File: config.mk
export PLATFORM = sky130hd
export DESIGN_NAME = fetch_unit
export DESIGN_NICKNAME = d
export VERILOG_FILES = /design/src/common/fetch_pkg.sv /design/src/fetch/fetch_fifo.sv /design/src/fetch/fetch_addr_counter.sv /design/src/fetch/fetch_req_fsm.sv /design/src/fetch/fetch_rsp_collect.sv /design/src/fetch/fetch_unit.sv
export SDC_FILE = /design/constraint.sdc
export NUM_CORES = 2
export LEC_CHECK = 0
export BUFFER_PORTS_ARGS = -buffer_cell sky130_fd_sc_hd__buf_2
export CORE_MARGIN = 3
export CORE_UTILIZATION = 50
export CTS_CLUSTER_SIZE = 12
export DETAILED_ROUTE_END_ITERATION = 8
export PLACE_DENSITY = 0.66
export RECOVER_POWER = 100
export SLEW_MARGIN = 20
export SYNTH_ARGS = -nofsm -noshare
export SYNTH_HDL_FRONTEND = slang
export SYNTH_SLANG_ARGS = --single-unit
File: constraint.sdc
create_clock -name clk -period 19.4 [get_ports clk]
set_input_delay 3.88 -clock clk [delete_from_list [all_inputs] [get_ports clk]]
set_output_delay 3.88 -clock clk [all_outputs]
set_load 0.03 [all_outputs]
File: src/common/fetch_pkg.sv
/* Read-only single client fetch; thread and argument ids fixed at zero; rnw set means read */
`default_nettype none

package fetch_pkg;

	/* Widths of the memory side */
	localparam int FETCH_ADDR_W = 37;	/* Word address */
	localparam int FETCH_DATA_W = 64;	/* Command word */

	/* FIFO sizing, also the credit limit */
	localparam int FETCH_DEPTH_POW2 = 4;
	localparam int FETCH_DEPTH = 1 << FETCH_DEPTH_POW2;	/* 16 entries */
	localparam int FETCH_CNT_W = FETCH_DEPTH_POW2 + 1;	/* Counts 0 to DEPTH */

	localparam logic [1:0] FETCH_CLIENT_ID = 2'd1;	/* This unit on the memory bus */
	localparam logic FETCH_RNW_READ = 1'b1;	/* Read encoding of rnw */

	/* Address step per fetched command */
	localparam logic [FETCH_ADDR_W-1:0] CMD_WORDS = FETCH_ADDR_W'(1);

	/* Transaction id as coded on the bus */
	typedef struct packed {
		logic [1:0] client;	/* Requesting client */
		logic [2:0] thread;	/* Always zero here */
		logic arg;		/* Always zero here */
	} txnid_t;

	/* Request word, 44 bits */
	typedef struct packed {
		txnid_t txnid;
		logic rnw;
		logic [FETCH_ADDR_W-1:0] addr;
	} rqa_t;

	/* Response status word, 9 bits */
	typedef struct packed {
		txnid_t txnid;	/* Echoed from the request */
		logic rnw;
		logic [1:0] err;	/* Nonzero on memory error */
	} rss_t;

	/* Entry handed to the command decoder, 102 bits */
	typedef struct packed {
		logic [FETCH_ADDR_W-1:0] addr;
		logic [FETCH_DATA_W-1:0] data;
		logic err;	/* Error code set or foreign response */
	} fetch_ent_t;

	/* Id carried by every read this unit sends */
	function automatic txnid_t fetch_txnid();
		txnid_t id;
		id.client = FETCH_CLIENT_ID;
		id.thread = 3'd0;
		id.arg = 1'b0;
		return id;
	endfunction

	/* True when the status answers one of our reads */
	function automatic logic rsp_is_mine(input rss_t rss);
		logic own;
		logic rd;
		own = (rss.txnid.client == FETCH_CLIENT_ID);
		rd = (rss.rnw == FETCH_RNW_READ);
		return own && rd;
	endfunction

endpackage

`default_nettype wire

File: src/fetch/fetch_fifo.sv
/* No full flag and no overflow guard; the writer must never push into a full FIFO */
`default_nettype none

module fetch_fifo #(
	parameter type T_PAYLOAD = logic [7:0],	/* Stored word */
	parameter int DEPTH_POW2 = 4		/* log2 of the entry count */
)
(
	input wire clk,
	input wire nrst,
	input wire i_wr,			/* Push i_data */
	input wire T_PAYLOAD i_data,
	input wire i_rd,			/* Pop head, ignored when empty */
	output T_PAYLOAD o_data,		/* Head word, combinational */
	output logic o_vld,			/* Not empty */
	output logic [DEPTH_POW2:0] o_count	/* Fill level */
);

localparam int DEPTH = 1 << DEPTH_POW2;

T_PAYLOAD mem [DEPTH];		/* Storage */
logic [DEPTH_POW2:0] wp;	/* Write pointer with wrap bit */
logic [DEPTH_POW2:0] rp;	/* Read pointer with wrap bit */
logic pop;

assign o_count = wp - rp;	/* Wrap bit makes the difference exact */
assign o_vld = (wp != rp);
assign pop = i_rd && o_vld;
assign o_data = mem[rp[DEPTH_POW2-1:0]];

/* Pointers */
always_ff @(posedge clk or negedge nrst)
begin
	if(!nrst)
	begin
		wp <= '0;
		rp <= '0;
	end
	else
	begin
		if(i_wr)
			wp <= wp + 1'b1;
		if(pop)
			rp <= rp + 1'b1;
	end
end

/* Storage write */
always_ff @(posedge clk)
begin
	if(i_wr)
		mem[wp[DEPTH_POW2-1:0]] <= i_data;
end

endmodule

`default_nettype wire

File: src/fetch/fetch_addr_counter.sv
/* Outstanding count wraps silently; the request FSM keeps it at or below the FIFO depth */
`default_nettype none

module fetch_addr_counter (
	input wire clk,
	input wire nrst,
	input wire i_load,				/* Take start address */
	input wire [fetch_pkg::FETCH_ADDR_W-1:0] i_load_addr,
	input wire i_issue,				/* Request accepted by memory */
	input wire i_retire,				/* Response accepted */
	output logic [fetch_pkg::FETCH_ADDR_W-1:0] o_addr,	/* Next address to fetch */
	output logic [fetch_pkg::FETCH_CNT_W-1:0] o_outstanding
);

/* Fetch address */
always_ff @(posedge clk or negedge nrst)
begin
	if(!nrst)
		o_addr <= '0;
	else if(i_load)
		o_addr <= i_load_addr;
	else if(i_issue)
		o_addr <= o_addr + fetch_pkg::CMD_WORDS;	/* Step one command */
end

/* Requests sent but not yet answered */
always_ff @(posedge clk or negedge nrst)
begin
	if(!nrst)
	begin
		o_outstanding <= '0;
	end
	else
	begin
		case({i_issue, i_retire})
		2'b10:
			o_outstanding <= o_outstanding + 1'b1;
		2'b01:
			o_outstanding <= o_outstanding - 1'b1;
		default:
			o_outstanding <= o_outstanding;	/* Both or none */
		endcase
	end
end

endmodule

`default_nettype wire

File: src/fetch/fetch_req_fsm.sv
/* Start is ignored while draining; a held request always transfers before drain begins */
`default_nettype none

module fetch_req_fsm (
	input wire clk,
	input wire nrst,
	input wire i_start,			/* One-cycle start pulse */
	input wire [fetch_pkg::FETCH_ADDR_W-1:0] i_addr,	/* Counter address */
	input wire i_stop_drain,		/* One-cycle stop pulse */
	input wire i_rqa_rdy,
	input wire [fetch_pkg::FETCH_CNT_W-1:0] i_outstanding,
	input wire [fetch_pkg::FETCH_CNT_W-1:0] i_ent_count,
	input wire i_addr_fifo_vld,
	input wire i_ent_fifo_vld,
	output fetch_pkg::rqa_t o_rqa,
	output logic o_rqa_wr,
	output logic o_load,		/* Load counter with start address */
	output logic o_issue,		/* Request transfer */
	output logic o_drain,		/* Discard fetched entries */
	output logic o_busy
);

typedef enum logic [1:0] {
	S_IDLE,		/* Waiting for start */
	S_SEND,		/* Request on the bus */
	S_HOLD,		/* Out of credit */
	S_DRAIN		/* Collect and drop leftovers */
} state_t;

state_t state;
logic stop_pend;	/* Stop seen while a request is held */
logic xfer;
logic [fetch_pkg::FETCH_CNT_W:0] credit_use;
logic credit_ok;
logic drain_done;

assign o_rqa_wr = (state == S_SEND);
assign xfer = o_rqa_wr && i_rqa_rdy;
assign o_issue = xfer;
assign o_load = (state == S_IDLE) && i_start && !i_stop_drain;

/* Address follows the counter so it is stable while held */
assign o_rqa = '{txnid: fetch_pkg::fetch_txnid(), rnw: fetch_pkg::FETCH_RNW_READ, addr: i_addr};

/* Slots in use after this edge plus the one to present
 * One more is kept for an entry sitting in the collector register */
assign credit_use = {1'b0, i_outstanding} + {1'b0, i_ent_count} +
	{{fetch_pkg::FETCH_CNT_W{1'b0}}, xfer} + (fetch_pkg::FETCH_CNT_W+1)'(1);
assign credit_ok = credit_use < (fetch_pkg::FETCH_CNT_W+1)'(fetch_pkg::FETCH_DEPTH);

/* Nothing in flight and nothing stored */
assign drain_done = (i_outstanding == '0) && !i_addr_fifo_vld && !i_ent_fifo_vld;

assign o_drain = (state == S_DRAIN) || stop_pend;	/* Output blanked from the stop edge */
assign o_busy = (state != S_IDLE) || i_start || i_stop_drain;

always_ff @(posedge clk or negedge nrst)
begin
	if(!nrst)
	begin
		state <= S_IDLE;
		stop_pend <= 1'b0;
	end
	else
	begin
		case(state)
		S_IDLE:
		begin
			if(i_stop_drain)
				state <= S_DRAIN;	/* Nothing to collect, leaves at once */
			else if(i_start)
				state <= S_SEND;
		end
		S_SEND:
		begin
			if(xfer)
			begin
				stop_pend <= 1'b0;
				if(i_stop_drain || stop_pend)
					state <= S_DRAIN;
				else if(!credit_ok)
					state <= S_HOLD;
			end
			else if(i_stop_drain)
			begin
				stop_pend <= 1'b1;	/* Wait for the held request */
			end
		end
		S_HOLD:
		begin
			if(i_stop_drain)
				state <= S_DRAIN;
			else if(credit_ok)
				state <= S_SEND;
		end
		default:	/* S_DRAIN */
		begin
			if(drain_done)
				state <= S_IDLE;
		end
		endcase
	end
end

endmodule

`default_nettype wire

File: src/fetch/fetch_rsp_collect.sv
/* Responses must arrive in request order; status and data are taken on the same edge */
`default_nettype none

module fetch_rsp_collect (
	input wire clk,
	input wire nrst,
	input wire i_rss_vld,				/* Status valid */
	input wire fetch_pkg::rss_t i_rss,
	input wire i_rsd_vld,				/* Data valid */
	input wire [fetch_pkg::FETCH_DATA_W-1:0] i_rsd,
	input wire i_outstanding_nz,			/* Some request unanswered */
	input wire [fetch_pkg::FETCH_ADDR_W-1:0] i_head_addr,	/* Oldest issued address */
	output logic o_rss_rd,
	output logic o_rsd_rd,
	output logic o_retire,				/* Response taken */
	output logic o_ent_wr,				/* Push entry, pops address */
	output fetch_pkg::fetch_ent_t o_ent
);

fetch_pkg::rss_t rss_q;				/* Captured status */
logic [fetch_pkg::FETCH_DATA_W-1:0] rsd_q;	/* Captured command word */
logic xfer;
logic ent_err;

/* Credit guarantees room, so reading only depends on pending requests */
assign o_rss_rd = i_outstanding_nz;
assign o_rsd_rd = i_outstanding_nz;	/* Same level on both channels */

assign xfer = i_rss_vld && i_rsd_vld && o_rss_rd;
assign o_retire = xfer;

/* Entry write one cycle after the transfer */
always_ff @(posedge clk or negedge nrst)
begin
	if(!nrst)
		o_ent_wr <= 1'b0;
	else
		o_ent_wr <= xfer;
end

/* Response payload */
always_ff @(posedge clk)
begin
	if(xfer)
	begin
		rss_q <= i_rss;
		rsd_q <= i_rsd;
	end
end

/* Memory error or a response that is not our read */
assign ent_err = (rss_q.err != 2'b00) || !fetch_pkg::rsp_is_mine(rss_q);

/* Head address matches since answers come in order */
assign o_ent = '{addr: i_head_addr, data: rsd_q, err: ent_err};

endmodule

`default_nettype wire

File: src/fetch/fetch_unit.sv
/* Reads only, in-order memory assumed; entries are dropped, not delivered, during drain */
`default_nettype none

module fetch_unit (
	input wire clk,
	input wire nrst,
	/* Memory request channel */
	input wire i_rqa_rdy,
	output fetch_pkg::rqa_t o_rqa,
	output logic o_rqa_wr,
	/* Memory response channels */
	input wire i_rss_vld,
	input wire fetch_pkg::rss_t i_rss,
	output logic o_rss_rd,
	input wire i_rsd_vld,
	input wire [fetch_pkg::FETCH_DATA_W-1:0] i_rsd,
	output logic o_rsd_rd,
	/* Control */
	input wire i_start,
	input wire [fetch_pkg::FETCH_ADDR_W-1:0] i_start_addr,
	input wire i_stop_drain,
	output logic o_busy,
	/* Decoder side */
	output fetch_pkg::fetch_ent_t o_fetch,
	output logic o_fetch_vld,
	input wire i_fetch_rd
);

logic load;
logic issue;
logic retire;
logic drain;
logic [fetch_pkg::FETCH_ADDR_W-1:0] addr;	/* Counter address */
logic [fetch_pkg::FETCH_CNT_W-1:0] outstanding;
logic [fetch_pkg::FETCH_ADDR_W-1:0] head_addr;	/* Address FIFO head */
logic addr_vld;
logic ent_wr;
fetch_pkg::fetch_ent_t ent_in;
logic [fetch_pkg::FETCH_CNT_W-1:0] ent_count;
logic ent_vld;
logic ent_rd;

assign o_fetch_vld = ent_vld && !drain;	/* Hidden while draining */
assign ent_rd = ent_vld && (i_fetch_rd || drain);	/* Drain discards the head */

fetch_req_fsm req_fsm (
	.clk(clk),
	.nrst(nrst),
	.i_start(i_start),
	.i_addr(addr),
	.i_stop_drain(i_stop_drain),
	.i_rqa_rdy(i_rqa_rdy),
	.i_outstanding(outstanding),
	.i_ent_count(ent_count),
	.i_addr_fifo_vld(addr_vld),
	.i_ent_fifo_vld(ent_vld),
	.o_rqa(o_rqa),
	.o_rqa_wr(o_rqa_wr),
	.o_load(load),
	.o_issue(issue),
	.o_drain(drain),
	.o_busy(o_busy)
);

fetch_addr_counter addr_counter (
	.clk(clk),
	.nrst(nrst),
	.i_load(load),
	.i_load_addr(i_start_addr),
	.i_issue(issue),
	.i_retire(retire),
	.o_addr(addr),
	.o_outstanding(outstanding)
);

fetch_rsp_collect rsp_collect (
	.clk(clk),
	.nrst(nrst),
	.i_rss_vld(i_rss_vld),
	.i_rss(i_rss),
	.i_rsd_vld(i_rsd_vld),
	.i_rsd(i_rsd),
	.i_outstanding_nz(|outstanding),
	.i_head_addr(head_addr),
	.o_rss_rd(o_rss_rd),
	.o_rsd_rd(o_rsd_rd),
	.o_retire(retire),
	.o_ent_wr(ent_wr),
	.o_ent(ent_in)
);

/* Addresses of issued reads, popped as their entry is written */
fetch_fifo #(
	.T_PAYLOAD(logic [fetch_pkg::FETCH_ADDR_W-1:0]),
	.DEPTH_POW2(fetch_pkg::FETCH_DEPTH_POW2)
) addr_fifo (
	.clk(clk),
	.nrst(nrst),
	.i_wr(issue),
	.i_data(addr),
	.i_rd(ent_wr),
	.o_data(head_addr),
	.o_vld(addr_vld),
	.o_count()
);

/* Complete entries waiting for the decoder */
fetch_fifo #(
	.T_PAYLOAD(fetch_pkg::fetch_ent_t),
	.DEPTH_POW2(fetch_pkg::FETCH_DEPTH_POW2)
) ent_fifo (
	.clk(clk),
	.nrst(nrst),
	.i_wr(ent_wr),
	.i_data(ent_in),
	.i_rd(ent_rd),
	.o_data(o_fetch),
	.o_vld(ent_vld),
	.o_count(ent_count)
);

endmodule

`default_nettype wire

## Word level (Yosys, flattened, before mapping)

Memory sizes are Yosys's and may differ from the RTL's.
Cells that the tools add are included.

- Flip-flop bits (word level): 135
- Bits in writable memories: 2,224
- Bits of input ports: 118
- Output and inout bits: 151
- Word-level logic and storage cells: 91
- Memories kept: 2

Memory list:

| memory | words | width | rd ports | clocked after memory_dff | write ports | RTL line | text |
|---|---|---|---|---|---|---|---|
| ent_fifo.mem | 16 | 102 | 1 | 0 | 1 | fetch_fifo.sv:21 | `T_PAYLOAD mem [DEPTH]; /* Storage */` |
| addr_fifo.mem | 16 | 37 | 1 | 0 | 1 | fetch_fifo.sv:21 |  |

- $add $sub $neg: 11
- $lt $le $gt $ge: 1
- Eq/ne operators: 12
- Multiplexer cells: 18
- Reduce and logical (&&, ||, !) cells: 34

Operators with widths:

| operator | number |
|---|---|
| 37-bit 2-to-1 mux | 2 |
| 37-bit by 1-bit adder with 37-bit output (second input constant) | 1 |
| 5-bit by 1-bit adder with 5-bit output (second input constant) | 5 |
| 2-bit 2-to-1 mux | 8 |
| 1-bit logical AND | 12 |
| 5-bit != test | 2 |
| 5-bit case mux with 2 select lines | 1 |
| 2-bit nonzero test | 5 |
| 5-bit by 5-bit adder with 6-bit output | 1 |
| 6-bit by 1-bit adder with 6-bit output | 1 |
| 6-bit by 1-bit adder with 6-bit output (second input constant) | 1 |
| 2-bit by 1-bit == test with 1-bit output (second input constant) | 3 |
| 2-bit == test (second input constant) | 3 |
| 1-bit logical OR | 6 |
| 6-bit by 5-bit less-than comparator with 1-bit output (second input constant) | 1 |
| 1-bit 2-to-1 mux | 6 |
| 3-bit != test (second input constant) | 2 |
| 2-bit case mux with 3 select lines | 1 |
| 1-bit logical NOT | 5 |
| 5-bit logical NOT | 1 |
| 5-bit AND reduction | 1 |
| 5-bit OR reduction | 1 |
| 5-bit by 1-bit subtractor with 5-bit output (second input constant) | 1 |
| 5-bit subtractor | 1 |
| other kinds (5) | 5 |

## Longest topological paths before layout

- Word-level depth: 9
- Gate-level depth with buffers: 15
- Depth with buffers taken out: 14

## Modules after synthesis

From an unflattened synthesis, not the netlist that was laid out.

- Cell total of the unflattened synthesis: 4,064
- Area total of the unflattened synthesis: 90,538.1 um^2

Modules (own cells, without submodules):

| module | times used | cells an instance | area an instance (um^2) | seq. area each (um^2) |
|---|---|---|---|---|
| fetch_fifo (ent_fifo) | 1 | 2,566 | 61,499.0 | 49,257.2 |
| fetch_fifo (addr_fifo) | 1 | 982 | 23,129.7 | 18,027.3 |
| fetch_addr_counter | 1 | 306 | 2,720.1 | 1,051.0 |
| fetch_rsp_collect | 1 | 113 | 2,422.3 | 2,097.0 |
| fetch_req_fsm | 1 | 92 | 740.7 | 75.1 |
| fetch_unit | 1 | 5 | 26.3 | 0.0 |

## Worst setup path before layout

No wires, ideal clock.

- Path type: register to register
- Start: register ent_fifo.wp[1]
- End: memory ent_fifo.mem[1][0] (netlist bit), enable pin
- Library setup time: 0.688 ns
- Data arrival time: 7.666 ns
- Data required time: 18.712 ns
- Path slack: 11.046 ns
- Cell stages (with the launch flop): 5
- Buffers on the path: 0
- Period minus slack after synthesis: 8.354 ns
- Cell sequence: dfrtp_1 inv_1 ha_1 nand2_1 nor3_1

RTL lines:

| element | RTL line | text |
|---|---|---|
| start: declaration | fetch_fifo.sv:22 | `logic [DEPTH_POW2:0] wp; /* Write pointer with wrap bit */` |
| start signal: assignment | fetch_fifo.sv:42 | `wp <= wp + 1'b1;` |
| end: declaration | fetch_fifo.sv:21 |  |

Straight into the memory's write port.

==> qor.yml <==
start_util: 0.505
cp_max_fo: 94
drt-pass1-iter-count: 5
synth_ff_type: "edfxtp_1"
hold_class: "flop to flop"
grt_antenna_before_repair: 4
max_freq_mhz: 84.3
ir_worst_vdd_mv: 0.106
post_cts_resized: 0
synth-xor-area-share: 0.00627
finish.utilization: 0.564
areaGrowthSynthToFinish_pct: 11.7
synth-simple-area-share: 0.0120
fin_skew_ns: 0.0282
wire_per_inst_um: 29.3
status: "finished with violations"
rows: 154
muxShareOfSynthArea: 0.175
synth_top_family_by_area: "multiplexers"
violations: "capacitance limit, slew limit"
synth-edff-count: 2293
slew_violations: 2763
synth.avg_cell_area_um2: 24.6
synth_warnings: 0
post_cts_buffers: 0
wl_met1_mm: 77.5
syn-cell-area_um2: 89500
netlist_instances: 3633
wl_met3_mm: 9.73
grt_first_pass_wirelength_mm: 282
finalWeightedCongestion: 0.741
ios: 269
grt_use_total: 0.211
setup-tns-final_ns: 0
tritoncts: "yes"
ant_nets: 0
num-nets-final: 4169
wl_met2_mm: 98.3
finalSetupViolCount: 0
clkLatencyLatePin_ns: 0.85
drive_gt1_frac: 0.263
dp_hpwl_mm: 96.4
fin_crit_ns: 11.87
ys_top_cells_by_count: "2293 x edfxtp_1, 695 x mux4_2, 114 x clkbuf_1"
synth_top_cell_area_share: 0.770
ys_types: 48
cts_hold_buffers: 0
post-route-period-util: 0.612
crit_type: "flop to output pin"
grt_max_degree: 123
yosysMostFrequentCell: "edfxtp_1"
viasPerCell: 6.04
synth_largest_area_cell: "edfxtp_1"
relSlewSlack: -5.20
top_layer: "met4"
grt_overflow: 0
cts_made_buffers: 229
tightest_slew_ns: 9.30
vias: 39200
synth.top_cells.by_area: "edfxtp_1 77%, mux4_2 17%, dfrtp_1 1.8%"
synth_compound_area_frac: 0.00406
drc: 0
dp_cells: 6130
instances_no_fill: 6499
core_um2: 177000
ys_ff_latch: 2359
routed_wl_mm: 191
hold_violations: 0
drtIter0Drc: 3467
end_kind: "output pin"
synth_fa_ha_area_frac: 0.00436
path_clk_slew_ns: 0.06
clock_sinks: 2359
fin_hold_ws_ns: 0.489
worstPathRequired_ns: 15.52
dieHeight_um: 429
maxCapViolations: 69
die-area_um2: 184000
die_x_um: 429
async_flop_share: 0.0280
cts_max_level: 4
critPathArrivalTime_ns: 7.99
synth_seq_area_share: 0.788
p_leak_nw: 30.6
rsz0062_at_grt: "false"
io_buffers: 257
clockRootBuffer: "clkbuf_16"
power_density_nw_per_um2: 121
setup.worst_path.start_class: "flop"
clock_path_buffers: 3
n_fill_cell: 12800
first_global_vias: 41700
## logic make-up (layout without fill, tap and decap cells)
kind of cell             Yosys count  after routing
AO/OA/AOI/OAI                     64             64
XOR/XNOR                          64             64
adder cells (fa/ha/maj)           30             30
buffers and inverters            207            723
flip-flops                      2359           2359
multiplexers                     697            697
other                              2             12
AND/OR/NAND/NOR                  210            210
## worst paths after layout
check / start / slack (ns) / cells after the start / end
max reg2reg: addr_fifo.rp[0]$_DFFE_PN0P_ / 8.21 / 5 / ent_fifo.mem[0][66]$_DFFE_PP_
min in group asynchronous: nrst / 2.96 / 1 / addr_counter.o_addr[15]$_DFFE_PN0P_
min reg2reg: addr_fifo.rp[4]$_DFFE_PN0P_ / 0.49 / 1 / addr_fifo.rp[4]$_DFFE_PN0P_
max in group asynchronous: nrst / 12.00 / 2 / ent_fifo.rp[1]$_DFFE_PN0P_
min: addr_fifo.rp[4]$_DFFE_PN0P_ / 0.49 / 1 / addr_fifo.rp[4]$_DFFE_PN0P_
max: ent_fifo.rp[0]$_DFFE_PN0P_ / 7.53 / 5 / o_fetch[90]
## registers in the layout (all words and copies together) (netlist names)
name and flops:
ent_fifo.mem 1632, addr_fifo.mem 592, rsp_collect.rsd_q 64, addr_counter.o_addr 37, addr_counter.o_outstanding 5, addr_fifo.rp 5, addr_fifo.wp 5, ent_fifo.rp 5
ent_fifo.wp 5, rsp_collect.rss_q 5, req_fsm.state 2, req_fsm.stop_pend 1, rsp_collect.o_ent_wr 1
## per-stage QoR
step                      power [W]  area [um^2]  setup WS [ns]
after global routing         0.0125        99900           6.36
after global placement      0.00818        93900          10.75
final                        0.0121        99900           7.53
after CTS                    0.0122       101000           9.86
after detailed placement    0.00819        93900          10.77
after floorplan             0.00754        89500          11.05
## layout by cell type, fill, tap and decap left out, drive strengths merged, types with 4 or more instances in the layout
master	count
nor4	8
inv	22
buf	110
edfxtp	2293
clkinvlp	4
xnor2	37
and3	7
nor3	22
nand2b	5
conb	7
nor2	43
nand2	69
ha	28
and2	7
xor2	27
dfrtp	66
clkinv	41
clkbuf	540
diode	5
nand3	11
o21ai	39
and4	5
bufinv	6
a21o	6
mux4	695
a21oi	10
nand4	22
## metal layers
layer / vias up / global-route usage
met2: 1180 / 0.358
met1: 21500 / 0.286
met4: 0 / 0.0627
li1: 16300 / -
met5: - / 0
met3: 278 / 0.0306
## layout make-up
| type | count | area [um^2] | area share |
|---|---|---|---|
| clock inverters | 55 | 558 | 0.00559 |
| repair buffers | 341 | 1490 | 0.0149 |
| multi-input cells | 1072 | 18200 | 0.182 |
| flip-flops and latches | 2359 | 70500 | 0.706 |
| inverters | 18 | 75.1 | 0.000752 |
| diodes | 5 | 12.5 | 0.000125 |
| well taps | 2340 | 2930 | 0.0293 |
| clock buffers | 309 | 6160 | 0.0616 |
## power by group
part           total (W)  internal (W)  switching (W)
Clock            0.00406       0.00227        0.00179
Sequential       0.00561       0.00553      0.0000796
Combinational    0.00238       0.00106        0.00132
Total             0.0121       0.00887        0.00319
## worst max-delay path, cell delays in order (launching register included)
cell	delay (ns)
dfrtp_1	1.73
buf_12	0.60
clkbuf_1	2.93
mux4_2	0.79
mux4_2	0.63
clkbuf_1	0.26
Power figures use the tool's default switching activity.
